===== config.mk =====
export PLATFORM = sky130hd
export DESIGN_NAME = cu_setup
export DESIGN_NICKNAME = d
export VERILOG_FILES = /design/src/hdl/cu_setup_pkg.sv /design/src/hdl/setup_descriptor_decode.sv /design/src/hdl/setup_sequencer.sv /design/src/hdl/serial_read_engine.sv /design/src/hdl/request_fifo.sv /design/src/hdl/cu_setup.sv
export SDC_FILE = /design/constraint.sdc
export NUM_CORES = 2
export LEC_CHECK = 0
export BUFFER_PORTS_ARGS = -buffer_cell sky130_fd_sc_hd__buf_2
export CAP_MARGIN = 10
export CORE_MARGIN = 2
export CORE_UTILIZATION = 35
export CTS_CLUSTER_DIAMETER = 30
export DETAILED_ROUTE_END_ITERATION = 16
export PLACE_DENSITY = 0.5
export SYNTH_ARGS = -nofsm -noshare
export SYNTH_HDL_FRONTEND = slang
export SYNTH_HIERARCHICAL = 1
export SYNTH_SLANG_ARGS = --single-unit

===== constraint.sdc =====
create_clock -name ap_clk -period 7.72 [get_ports ap_clk]
set_clock_uncertainty 0.1 [all_clocks]
set_input_delay 1.158 -clock ap_clk [delete_from_list [all_inputs] [get_ports ap_clk]]
set_output_delay 1.158 -clock ap_clk [all_outputs]
set_load 0.05 [all_outputs]

===== src/hdl/cu_setup_pkg.sv =====
// Shared widths, request FIFO sizing and cache-line granularity
// Address and count vector types, sequencer state enum
// Descriptor, read configuration, memory request and FIFO status structs

package cu_setup_pkg;

    // ------------------------------------------------------------
    // Widths and sizing
    // ------------------------------------------------------------
    localparam int addr_w           = 64;
    localparam int count_w          = 32;
    localparam int cache_line_bytes = 64;
    localparam int line_shift       = $clog2(cache_line_bytes);

    localparam int fifo_depth       = 32;
    localparam int fifo_prog_thresh = 16;
    // One extra bit so the fill counter can hold fifo_depth itself
    localparam int fifo_ptr_w       = $clog2(fifo_depth) + 1;

    // ------------------------------------------------------------
    // Vector types
    // ------------------------------------------------------------
    typedef logic [addr_w-1:0]  addr_t;
    typedef logic [count_w-1:0] count_t;

    // ------------------------------------------------------------
    // Sequencer states
    // ------------------------------------------------------------
    typedef enum logic [2:0] {
        st_reset,
        st_idle,
        st_req_start,
        st_req_busy,
        st_req_pause,
        st_req_done
    } setup_state_t;

    // ------------------------------------------------------------
    // Bundled signals
    // ------------------------------------------------------------
    typedef struct packed {
        logic   valid;
        addr_t  buffer_base;
        count_t buffer_count;
    } descriptor_t;

    // Read range handed to the serial read engine
    typedef struct packed {
        addr_t  base;
        count_t count;
    } read_config_t;

    // Offset carries the element index of the request
    typedef struct packed {
        logic   valid;
        addr_t  address;
        count_t offset;
    } mem_request_t;

    typedef struct packed {
        logic empty;
        logic full;
        logic prog_full;
    } fifo_status_t;

endpackage


===== src/hdl/setup_descriptor_decode.sv =====
// Descriptor input register
// Maps the buffer base and element count onto the read configuration

`timescale 1ns/100ps

module setup_descriptor_decode (
    input  logic                       ap_clk,
    input  logic                       areset_cu_setup,
    input  cu_setup_pkg::descriptor_t  descriptor_in,
    output logic                       desc_valid,
    output cu_setup_pkg::read_config_t read_config
);

    // ------------------------------------------------------------
    // Descriptor valid
    // ------------------------------------------------------------
    always_ff @(posedge ap_clk) begin
        if (areset_cu_setup) begin
            desc_valid <= 1'b0;
        end else begin
            desc_valid <= descriptor_in.valid;
        end
    end

    // ------------------------------------------------------------
    // Read range
    // ------------------------------------------------------------
    // Payload follows the input every cycle, qualified by desc_valid
    always_ff @(posedge ap_clk) begin
        read_config.base  <= descriptor_in.buffer_base;
        read_config.count <= descriptor_in.buffer_count;
    end

endmodule


===== src/hdl/setup_sequencer.sv =====
// Setup FSM that starts, pauses and completes the serial read engine
// Registered start, pause, config_valid and setup_done levels

`timescale 1ns/100ps

module setup_sequencer (
    input  logic                       ap_clk,
    input  logic                       areset_cu_setup,
    input  logic                       desc_valid,
    input  cu_setup_pkg::fifo_status_t fifo_status,
    input  logic                       engine_done,
    input  logic                       engine_ready,
    output logic                       start,
    output logic                       pause,
    output logic                       config_valid,
    output logic                       setup_done
);

    cu_setup_pkg::setup_state_t current_state;
    cu_setup_pkg::setup_state_t next_state;

    // ------------------------------------------------------------
    // State register
    // ------------------------------------------------------------
    always_ff @(posedge ap_clk) begin
        if (areset_cu_setup) begin
            current_state <= cu_setup_pkg::st_reset;
        end else begin
            current_state <= next_state;
        end
    end

    // ------------------------------------------------------------
    // Next state
    // ------------------------------------------------------------
    always_comb begin
        next_state = current_state;
        case (current_state)
            cu_setup_pkg::st_reset: begin
                next_state = cu_setup_pkg::st_idle;
            end
            cu_setup_pkg::st_idle: begin
                if (desc_valid && engine_done && engine_ready) begin
                    next_state = cu_setup_pkg::st_req_start;
                end
            end
            cu_setup_pkg::st_req_start: begin
                // Wait for the engine to acknowledge the start strobe
                if (!engine_done && !engine_ready) begin
                    next_state = cu_setup_pkg::st_req_busy;
                end
            end
            cu_setup_pkg::st_req_busy: begin
                if (engine_done && fifo_status.empty) begin
                    next_state = cu_setup_pkg::st_req_done;
                end else if (fifo_status.prog_full) begin
                    next_state = cu_setup_pkg::st_req_pause;
                end
            end
            cu_setup_pkg::st_req_pause: begin
                if (!fifo_status.prog_full) begin
                    next_state = cu_setup_pkg::st_req_busy;
                end
            end
            cu_setup_pkg::st_req_done: begin
                // Held until the descriptor is withdrawn
                if (!desc_valid) begin
                    next_state = cu_setup_pkg::st_idle;
                end
            end
            default: begin
                next_state = cu_setup_pkg::st_reset;
            end
        endcase
    end

    // ------------------------------------------------------------
    // Registered outputs
    // ------------------------------------------------------------
    // Decoded from next_state so each level lines up with its state
    always_ff @(posedge ap_clk) begin
        if (areset_cu_setup) begin
            start        <= 1'b0;
            pause        <= 1'b0;
            config_valid <= 1'b0;
            setup_done   <= 1'b0;
        end else begin
            start        <= (next_state == cu_setup_pkg::st_req_start);
            pause        <= (next_state == cu_setup_pkg::st_req_pause);
            config_valid <= (next_state == cu_setup_pkg::st_req_start) ||
                            (next_state == cu_setup_pkg::st_req_busy);
            setup_done   <= (next_state == cu_setup_pkg::st_req_done);
        end
    end

    // Engine leaves idle the cycle after it sees start
    assert property (@(posedge ap_clk) disable iff (areset_cu_setup)
        $rose(start) |=> (!engine_ready && !engine_done));

    // Done only after the request FIFO has been drained
    assert property (@(posedge ap_clk) disable iff (areset_cu_setup)
        $rose(setup_done) |-> fifo_status.empty);

endmodule


===== src/hdl/serial_read_engine.sv =====
// Serial read engine stepping through the element range
// One cache-line read request per element, stalled by pause

`timescale 1ns/100ps

module serial_read_engine (
    input  logic                       ap_clk,
    input  logic                       areset_cu_setup,
    input  cu_setup_pkg::read_config_t read_config,
    input  logic                       config_valid,
    input  logic                       start,
    input  logic                       pause,
    output cu_setup_pkg::mem_request_t req_push,
    output logic                       engine_ready,
    output logic                       engine_done
);

    logic                       running;
    logic                       emit;
    logic                       last;
    logic                       push_valid;
    cu_setup_pkg::read_config_t cfg;
    cu_setup_pkg::count_t       run_index;
    cu_setup_pkg::addr_t        push_address;
    cu_setup_pkg::count_t       push_offset;

    assign emit = running && (cfg.count != '0) && config_valid && !pause;
    assign last = (run_index == cfg.count - 1'b1);

    // ------------------------------------------------------------
    // Run control
    // ------------------------------------------------------------
    always_ff @(posedge ap_clk) begin
        if (areset_cu_setup) begin
            running    <= 1'b0;
            push_valid <= 1'b0;
        end else begin
            push_valid <= emit;
            if (!running) begin
                running <= start;
            end else if (cfg.count == '0) begin
                // Empty range finishes without a request
                running <= 1'b0;
            end else if (emit && last) begin
                running <= 1'b0;
            end
        end
    end

    // ------------------------------------------------------------
    // Range, index and request payload
    // ------------------------------------------------------------
    always_ff @(posedge ap_clk) begin
        if (!running && start) begin
            cfg       <= read_config;
            run_index <= '0;
        end else if (emit) begin
            run_index <= run_index + 1'b1;
        end
        push_address <= cfg.base + (cu_setup_pkg::addr_t'(run_index) << cu_setup_pkg::line_shift);
        push_offset  <= run_index;
    end

    always_comb begin
        req_push.valid   = push_valid;
        req_push.address = push_address;
        req_push.offset  = push_offset;
    end

    // Done waits for the last request to reach the FIFO
    assign engine_ready = !running;
    assign engine_done  = !running && !push_valid;

endmodule


===== src/hdl/request_fifo.sv =====
// Circular request buffer with fill counter
// Empty, full and programmable-full status
// Registered pop output

`timescale 1ns/100ps

module request_fifo (
    input  logic                       ap_clk,
    input  logic                       areset_cu_setup,
    input  cu_setup_pkg::mem_request_t req_push,
    input  logic                       request_rd_en,
    output cu_setup_pkg::mem_request_t request_out,
    output cu_setup_pkg::fifo_status_t fifo_status
);

    cu_setup_pkg::mem_request_t          mem [cu_setup_pkg::fifo_depth];
    logic [cu_setup_pkg::fifo_ptr_w-2:0] wr_ptr;
    logic [cu_setup_pkg::fifo_ptr_w-2:0] rd_ptr;
    logic [cu_setup_pkg::fifo_ptr_w-1:0] fill;
    logic                                wr_en;
    logic                                rd_en;
    logic                                out_valid;
    cu_setup_pkg::mem_request_t          out_entry;

    // ------------------------------------------------------------
    // Status
    // ------------------------------------------------------------
    always_comb begin
        fifo_status.empty     = (fill == '0);
        fifo_status.full      = (fill == cu_setup_pkg::fifo_ptr_w'(cu_setup_pkg::fifo_depth));
        fifo_status.prog_full =
            (fill >= cu_setup_pkg::fifo_ptr_w'(cu_setup_pkg::fifo_prog_thresh));
    end

    assign wr_en = req_push.valid && !fifo_status.full;
    assign rd_en = request_rd_en && !fifo_status.empty;

    // ------------------------------------------------------------
    // Pointers and fill level
    // ------------------------------------------------------------
    always_ff @(posedge ap_clk) begin
        if (areset_cu_setup) begin
            wr_ptr    <= '0;
            rd_ptr    <= '0;
            fill      <= '0;
            out_valid <= 1'b0;
        end else begin
            out_valid <= rd_en;
            if (wr_en) begin
                wr_ptr <= wr_ptr + 1'b1;
            end
            if (rd_en) begin
                rd_ptr <= rd_ptr + 1'b1;
            end
            case ({wr_en, rd_en})
                2'b10:   fill <= fill + 1'b1;
                2'b01:   fill <= fill - 1'b1;
                default: fill <= fill;
            endcase
        end
    end

    // ------------------------------------------------------------
    // Storage and output register
    // ------------------------------------------------------------
    always_ff @(posedge ap_clk) begin
        if (wr_en) begin
            mem[wr_ptr] <= req_push;
        end
        if (rd_en) begin
            out_entry <= mem[rd_ptr];
        end
    end

    always_comb begin
        request_out         = out_entry;
        request_out.valid   = out_valid;
    end

    // Prog-full pause must leave room for requests still in flight
    assert property (@(posedge ap_clk) disable iff (areset_cu_setup)
        !(req_push.valid && fifo_status.full));

endmodule


===== src/hdl/cu_setup.sv =====
// Compute-unit setup top level
// Descriptor decode, setup sequencer, serial read engine and request FIFO

`timescale 1ns/100ps

module cu_setup (
    input  logic                       ap_clk,
    input  logic                       areset_cu_setup,
    input  cu_setup_pkg::descriptor_t  descriptor_in,
    input  logic                       request_rd_en,
    output cu_setup_pkg::mem_request_t request_out,
    output logic                       setup_done
);

    logic                       desc_valid;
    cu_setup_pkg::read_config_t read_config;
    logic                       start;
    logic                       pause;
    logic                       config_valid;
    logic                       engine_done;
    logic                       engine_ready;
    cu_setup_pkg::mem_request_t req_push;
    cu_setup_pkg::fifo_status_t fifo_status;

    // ------------------------------------------------------------
    // Decode
    // ------------------------------------------------------------
    setup_descriptor_decode u_decode (
        .ap_clk          (ap_clk),
        .areset_cu_setup (areset_cu_setup),
        .descriptor_in   (descriptor_in),
        .desc_valid      (desc_valid),
        .read_config     (read_config)
    );

    // ------------------------------------------------------------
    // Execute
    // ------------------------------------------------------------
    setup_sequencer u_sequencer (
        .ap_clk          (ap_clk),
        .areset_cu_setup (areset_cu_setup),
        .desc_valid      (desc_valid),
        .fifo_status     (fifo_status),
        .engine_done     (engine_done),
        .engine_ready    (engine_ready),
        .start           (start),
        .pause           (pause),
        .config_valid    (config_valid),
        .setup_done      (setup_done)
    );

    serial_read_engine u_engine (
        .ap_clk          (ap_clk),
        .areset_cu_setup (areset_cu_setup),
        .read_config     (read_config),
        .config_valid    (config_valid),
        .start           (start),
        .pause           (pause),
        .req_push        (req_push),
        .engine_ready    (engine_ready),
        .engine_done     (engine_done)
    );

    // ------------------------------------------------------------
    // Result
    // ------------------------------------------------------------
    request_fifo u_request_fifo (
        .ap_clk          (ap_clk),
        .areset_cu_setup (areset_cu_setup),
        .req_push        (req_push),
        .request_rd_en   (request_rd_en),
        .request_out     (request_out),
        .fifo_status     (fifo_status)
    );

endmodule


==> impl_metrics.sql <==
INSERT INTO impl_metrics (metric_group, metric, value, unit) VALUES
('layout', 'finalNetCount', '7287', ''),
('timing', 'final-max-slew-violation-count', '0', ''),
('grt', 'pin_count_of_the_biggest_net_entering_global_routing', '130', ''),
('timing', 'fin_crit_sh', '55.9', '%'),
('clocking', 'cts_hold_buffers', '0', ''),
('route', 'dr.first_iter.drc_count', '7440', ''),
('place', 'place.detailed.instances', '11410', ''),
('timing', 'rsz_0062_raised_after_global_routing', 'no', ''),
('clocking', 'clk-insertion-delay-late', '1040', 'ps'),
('route', 'route.antenna.remaining_nets', '0', ''),
('layout', 'multi_input_area', '0.0273', 'mm2'),
('floorplan', 'num_io_pins', '198', ''),
('grt', 'grt.overflow.total', '0', ''),
('synthesis', 'syn-instance-count', '6378', ''),
('power', 'intPower', '41.7', 'mW'),
('clocking', 'cts_tree', 'built', ''),
('synthesis', 'synth-warning-count', '6', ''),
('layout', 'finish.cell_count_without_fillers', '12767', ''),
('clocking', 'cts_buffers', '714', ''),
('timing', 'finalWorstPathRequiredPeriod', '4310', 'ps'),
('place', 'dp_slack', '3380', 'ps'),
('place', 'finalWeightedCongestion', '0.829', ''),
('grt', 'globalRoute.busiestLayer', 'met2', ''),
('clocking', 'clock_path_buffers', '4', ''),
('grt', 'groute.layer.met1.usage', '28.6', '%'),
('grt', 'gr-usage-met3', '3.15', '%'),
('floorplan', 'die_width', '618', 'um'),
('timing', 'max_slew_margin', '10.9', '%'),
('floorplan', 'dieHeight', '618', 'um'),
('clocking', 'worst_setup_hold_path_clk_slew', '50', 'ps'),
('critical_path', 'critical_path_arrival', '5140', 'ps'),
('power', 'switching_share', '20.6', '%'),
('clocking', 'ctsHtreeMaxLevel', '6', ''),
('timing', 'final-setup-viol-count', '0', ''),
('power', 'leakagePower', '53.5', 'nW'),
('critical_path', 'crit_type', 'reg -> reg', ''),
('layout', 'layout.area.seq', '0.103', 'mm2'),
('route', 'num_vias', '69555', ''),
('timing', 'report.final.hold_viol_count', '0', ''),
('synthesis', 'synth_nets', '6524', ''),
('critical_path', 'setup.worst_path.start_class', 'flop', ''),
('floorplan', 'initial_core_util', '35.1', '%'),
('power', 'power_density', '319', 'mW/mm2'),
('power', 'power.combinational.fraction', '0.6', '%'),
('grt', 'grt_antenna_before_repair', '29', ''),
('route', 'post_drt_wl_per_cell', '31.5', 'um'),
('grt', 'wire_length_of_the_first_global_routing_pass', '557000', 'um'),
('critical_path', 'worstPathMaxFanout', '41', ''),
('place', 'placement.io_buffers', '197', ''),
('power', 'power.net_switching', '10.8', 'mW'),
('synthesis', 'post_synth_instance_area', '0.132', 'mm2'),
('power', 'clock_power_share', '59.1', '%'),
('layout', 'syn_to_final_growth', '24.5', '%'),
('timing', 'worst_slack', '3410', 'ps'),
('critical_path', 'r2r.worst_path.cells', '9', ''),
('clocking', 'postCtsResizedCells', '0', ''),
('power', 'worst_ir_drop_vdd', '0.000231', 'V'),
('clocking', 'cts.root.buffer_cell', 'sky130_fd_sc_hd__clkbuf_16', ''),
('floorplan', 'dieArea', '0.382', 'mm2'),
('power', 'seq_power_share', '40.3', '%'),
('route', 'detail_route.vias_per_cell', '5.45', ''),
('floorplan', 'placement_rows', '225', ''),
('timing', 'timing.fmax', '232', 'MHz'),
('critical_path', 'critical_path.endpoint_type', 'flop', ''),
('power', 'report.power.total', '52.5', 'mW'),
('run', 'cap_viol_max_count', '0', ''),
('floorplan', 'core_area', '0.376', 'mm2'),
('timing', 'worst-slew-pin-transition', '1330', 'ps'),
('run_status', 'outcome', 'complete, no violations', ''),
('timing', 'setup-tns-final', '0', 'ps'),
('critical_path', 'worstPathRequired', '8540', 'ps'),
('synthesis', 'avgSynthCellArea', '20.7', 'um2'),
('clocking', 'cts_post_setup_buffers_inserted', '0', ''),
('route', 'wl', '402000', 'um'),
('route', 'drt_pre_antenna_iters', '6', ''),
('worst_hold_path', 'hold_path_class', 'in -> reg', ''),
('grt', 'grt_pass1_vias', '71355', ''),
('clocking', 'cts_sinks', '3515', ''),
('layout', 'fraction_of_layout_instances_using_a_drive_strength_above_1', '28.2', '%'),
('grt', 'gr-usage-all-layers', '20.7', '%'),
('route', 'drc_errors', '0', ''),
('place', 'place.detailed.hpwl', '210000', 'um'),
('layout', 'fillers', '32267', ''),
('worst_hold_path', 'min_path_cells', '1', ''),
('grt', 'use_met2', '33.7', '%');
==> through the flow <==
stage | hold slack [ps] | cell area, um2 | utilization [%]
6_report | 121 | 164000 | 43.8
5_1_grt | 72.5 | 164000 | 43.8
4_1_cts | 36.2 | 164000 | 43.7
3_5_place_dp | 229 | 139000 | 37.1
3_3_place_gp | 225 | 139000 | 37.1
2_1_floorplan | 223 | 132000 | -
==> final timing paths <==
path | from | to | slack, ps
setup / recovery | u_request_fifo/fill[0]$_SDFFE_PP0P_ | u_request_fifo/fill[5]$_SDFFE_PP0P_ | 3410
hold / removal | descriptor_in[14] | u_decode/read_config[14]$_DFF_P_ | 120
setup reg to reg | u_request_fifo/fill[0]$_SDFFE_PP0P_ | u_request_fifo/fill[5]$_SDFFE_PP0P_ | 3410
hold reg to reg | u_engine/cfg[37]$_DFFE_PP_ | u_engine/push_address[5]$_DFF_P_ | 240
==> worst max-delay path, cell delays in order (launching register included) <==
cell and delay [ps]:
sky130_fd_sc_hd__dfxtp_1 370, sky130_fd_sc_hd__or4_1 750, sky130_fd_sc_hd__o31ai_4 460, sky130_fd_sc_hd__inv_6 370
sky130_fd_sc_hd__ha_1 470, sky130_fd_sc_hd__ha_1 420, sky130_fd_sc_hd__o21ai_0 150, sky130_fd_sc_hd__or2_2 310
sky130_fd_sc_hd__o311ai_0 400, sky130_fd_sc_hd__mux2_2 380
==> layout make-up <==
| type | instances | share of cell area, % |
|---|---|---|
| clock inverter | 498 | 3.64 |
| tap | 4994 | 3.80 |
| multi-input combinational | 2498 | 16.6 |
| antenna | 11 | 0.0168 |
| sequential | 3515 | 62.7 |
| inverter | 29 | 0.0739 |
| clock buffer | 839 | 11.4 |
| timing repair buffer | 383 | 1.66 |
==> power groups by stage <==
stage | registers (mW) | logic, mW | clock network, mW
after global routing | 21.1 | 0.327 | 32.4
after floorplan | 21.4 | 0.133 | 0
after detailed placement | 21.5 | 0.287 | 0
after global placement | 21.5 | 0.283 | 0
final | 21.1 | 0.308 | 31.0
after CTS | 21.2 | 0.289 | 31.5
==> sequential cells by signal (all words and copies together) (netlist names) <==
signal,flops
u_engine/run_index,32
u_decode/read_config,96
u_sequencer/pause,1
u_engine/push_valid,1
u_engine/cfg,96
u_request_fifo/out_valid,1
u_request_fifo/fill,6
u_engine/push_offset,32
u_sequencer/current_state,3
u_engine/running,1
u_engine/push_address,64
u_sequencer/config_valid,1
u_request_fifo/rd_ptr,5
u_sequencer/start,1
u_request_fifo/wr_ptr,5
u_decode/desc_valid,1
u_request_fifo/request_out,96
u_request_fifo/mem,3072
u_sequencer/setup_done,1
==> routing by layer <==
layer	vias up	routed length, um
met1	37863	173000
met5	-	17
met3	554	24800
met2	2659	193000
met4	4	11200
li1	28475	-
==> layout by cell type (no fill, tap or decap), drive strengths merged, types with 13 or more instances in the layout <==
cell type / instances
edfxtp: 3264
clkbuf: 839
mux2i: 531
mux4: 506
buf: 383
a22oi: 296
clkinv: 273
dfxtp: 251
a21oi: 153
nor2: 114
o221ai: 101
bufinv: 94
inv: 88
o22ai: 83
nand3: 74
clkinvlp: 72
xnor2: 69
nand2: 66
a211oi: 64
xor2: 60
ha: 44
o21ai: 40
o211ai: 39
nor3: 30
nand4: 27
or3: 21
a21o: 18
nor4: 15
and3: 13
No activity file was read; power rests on OpenSTA's default activity.
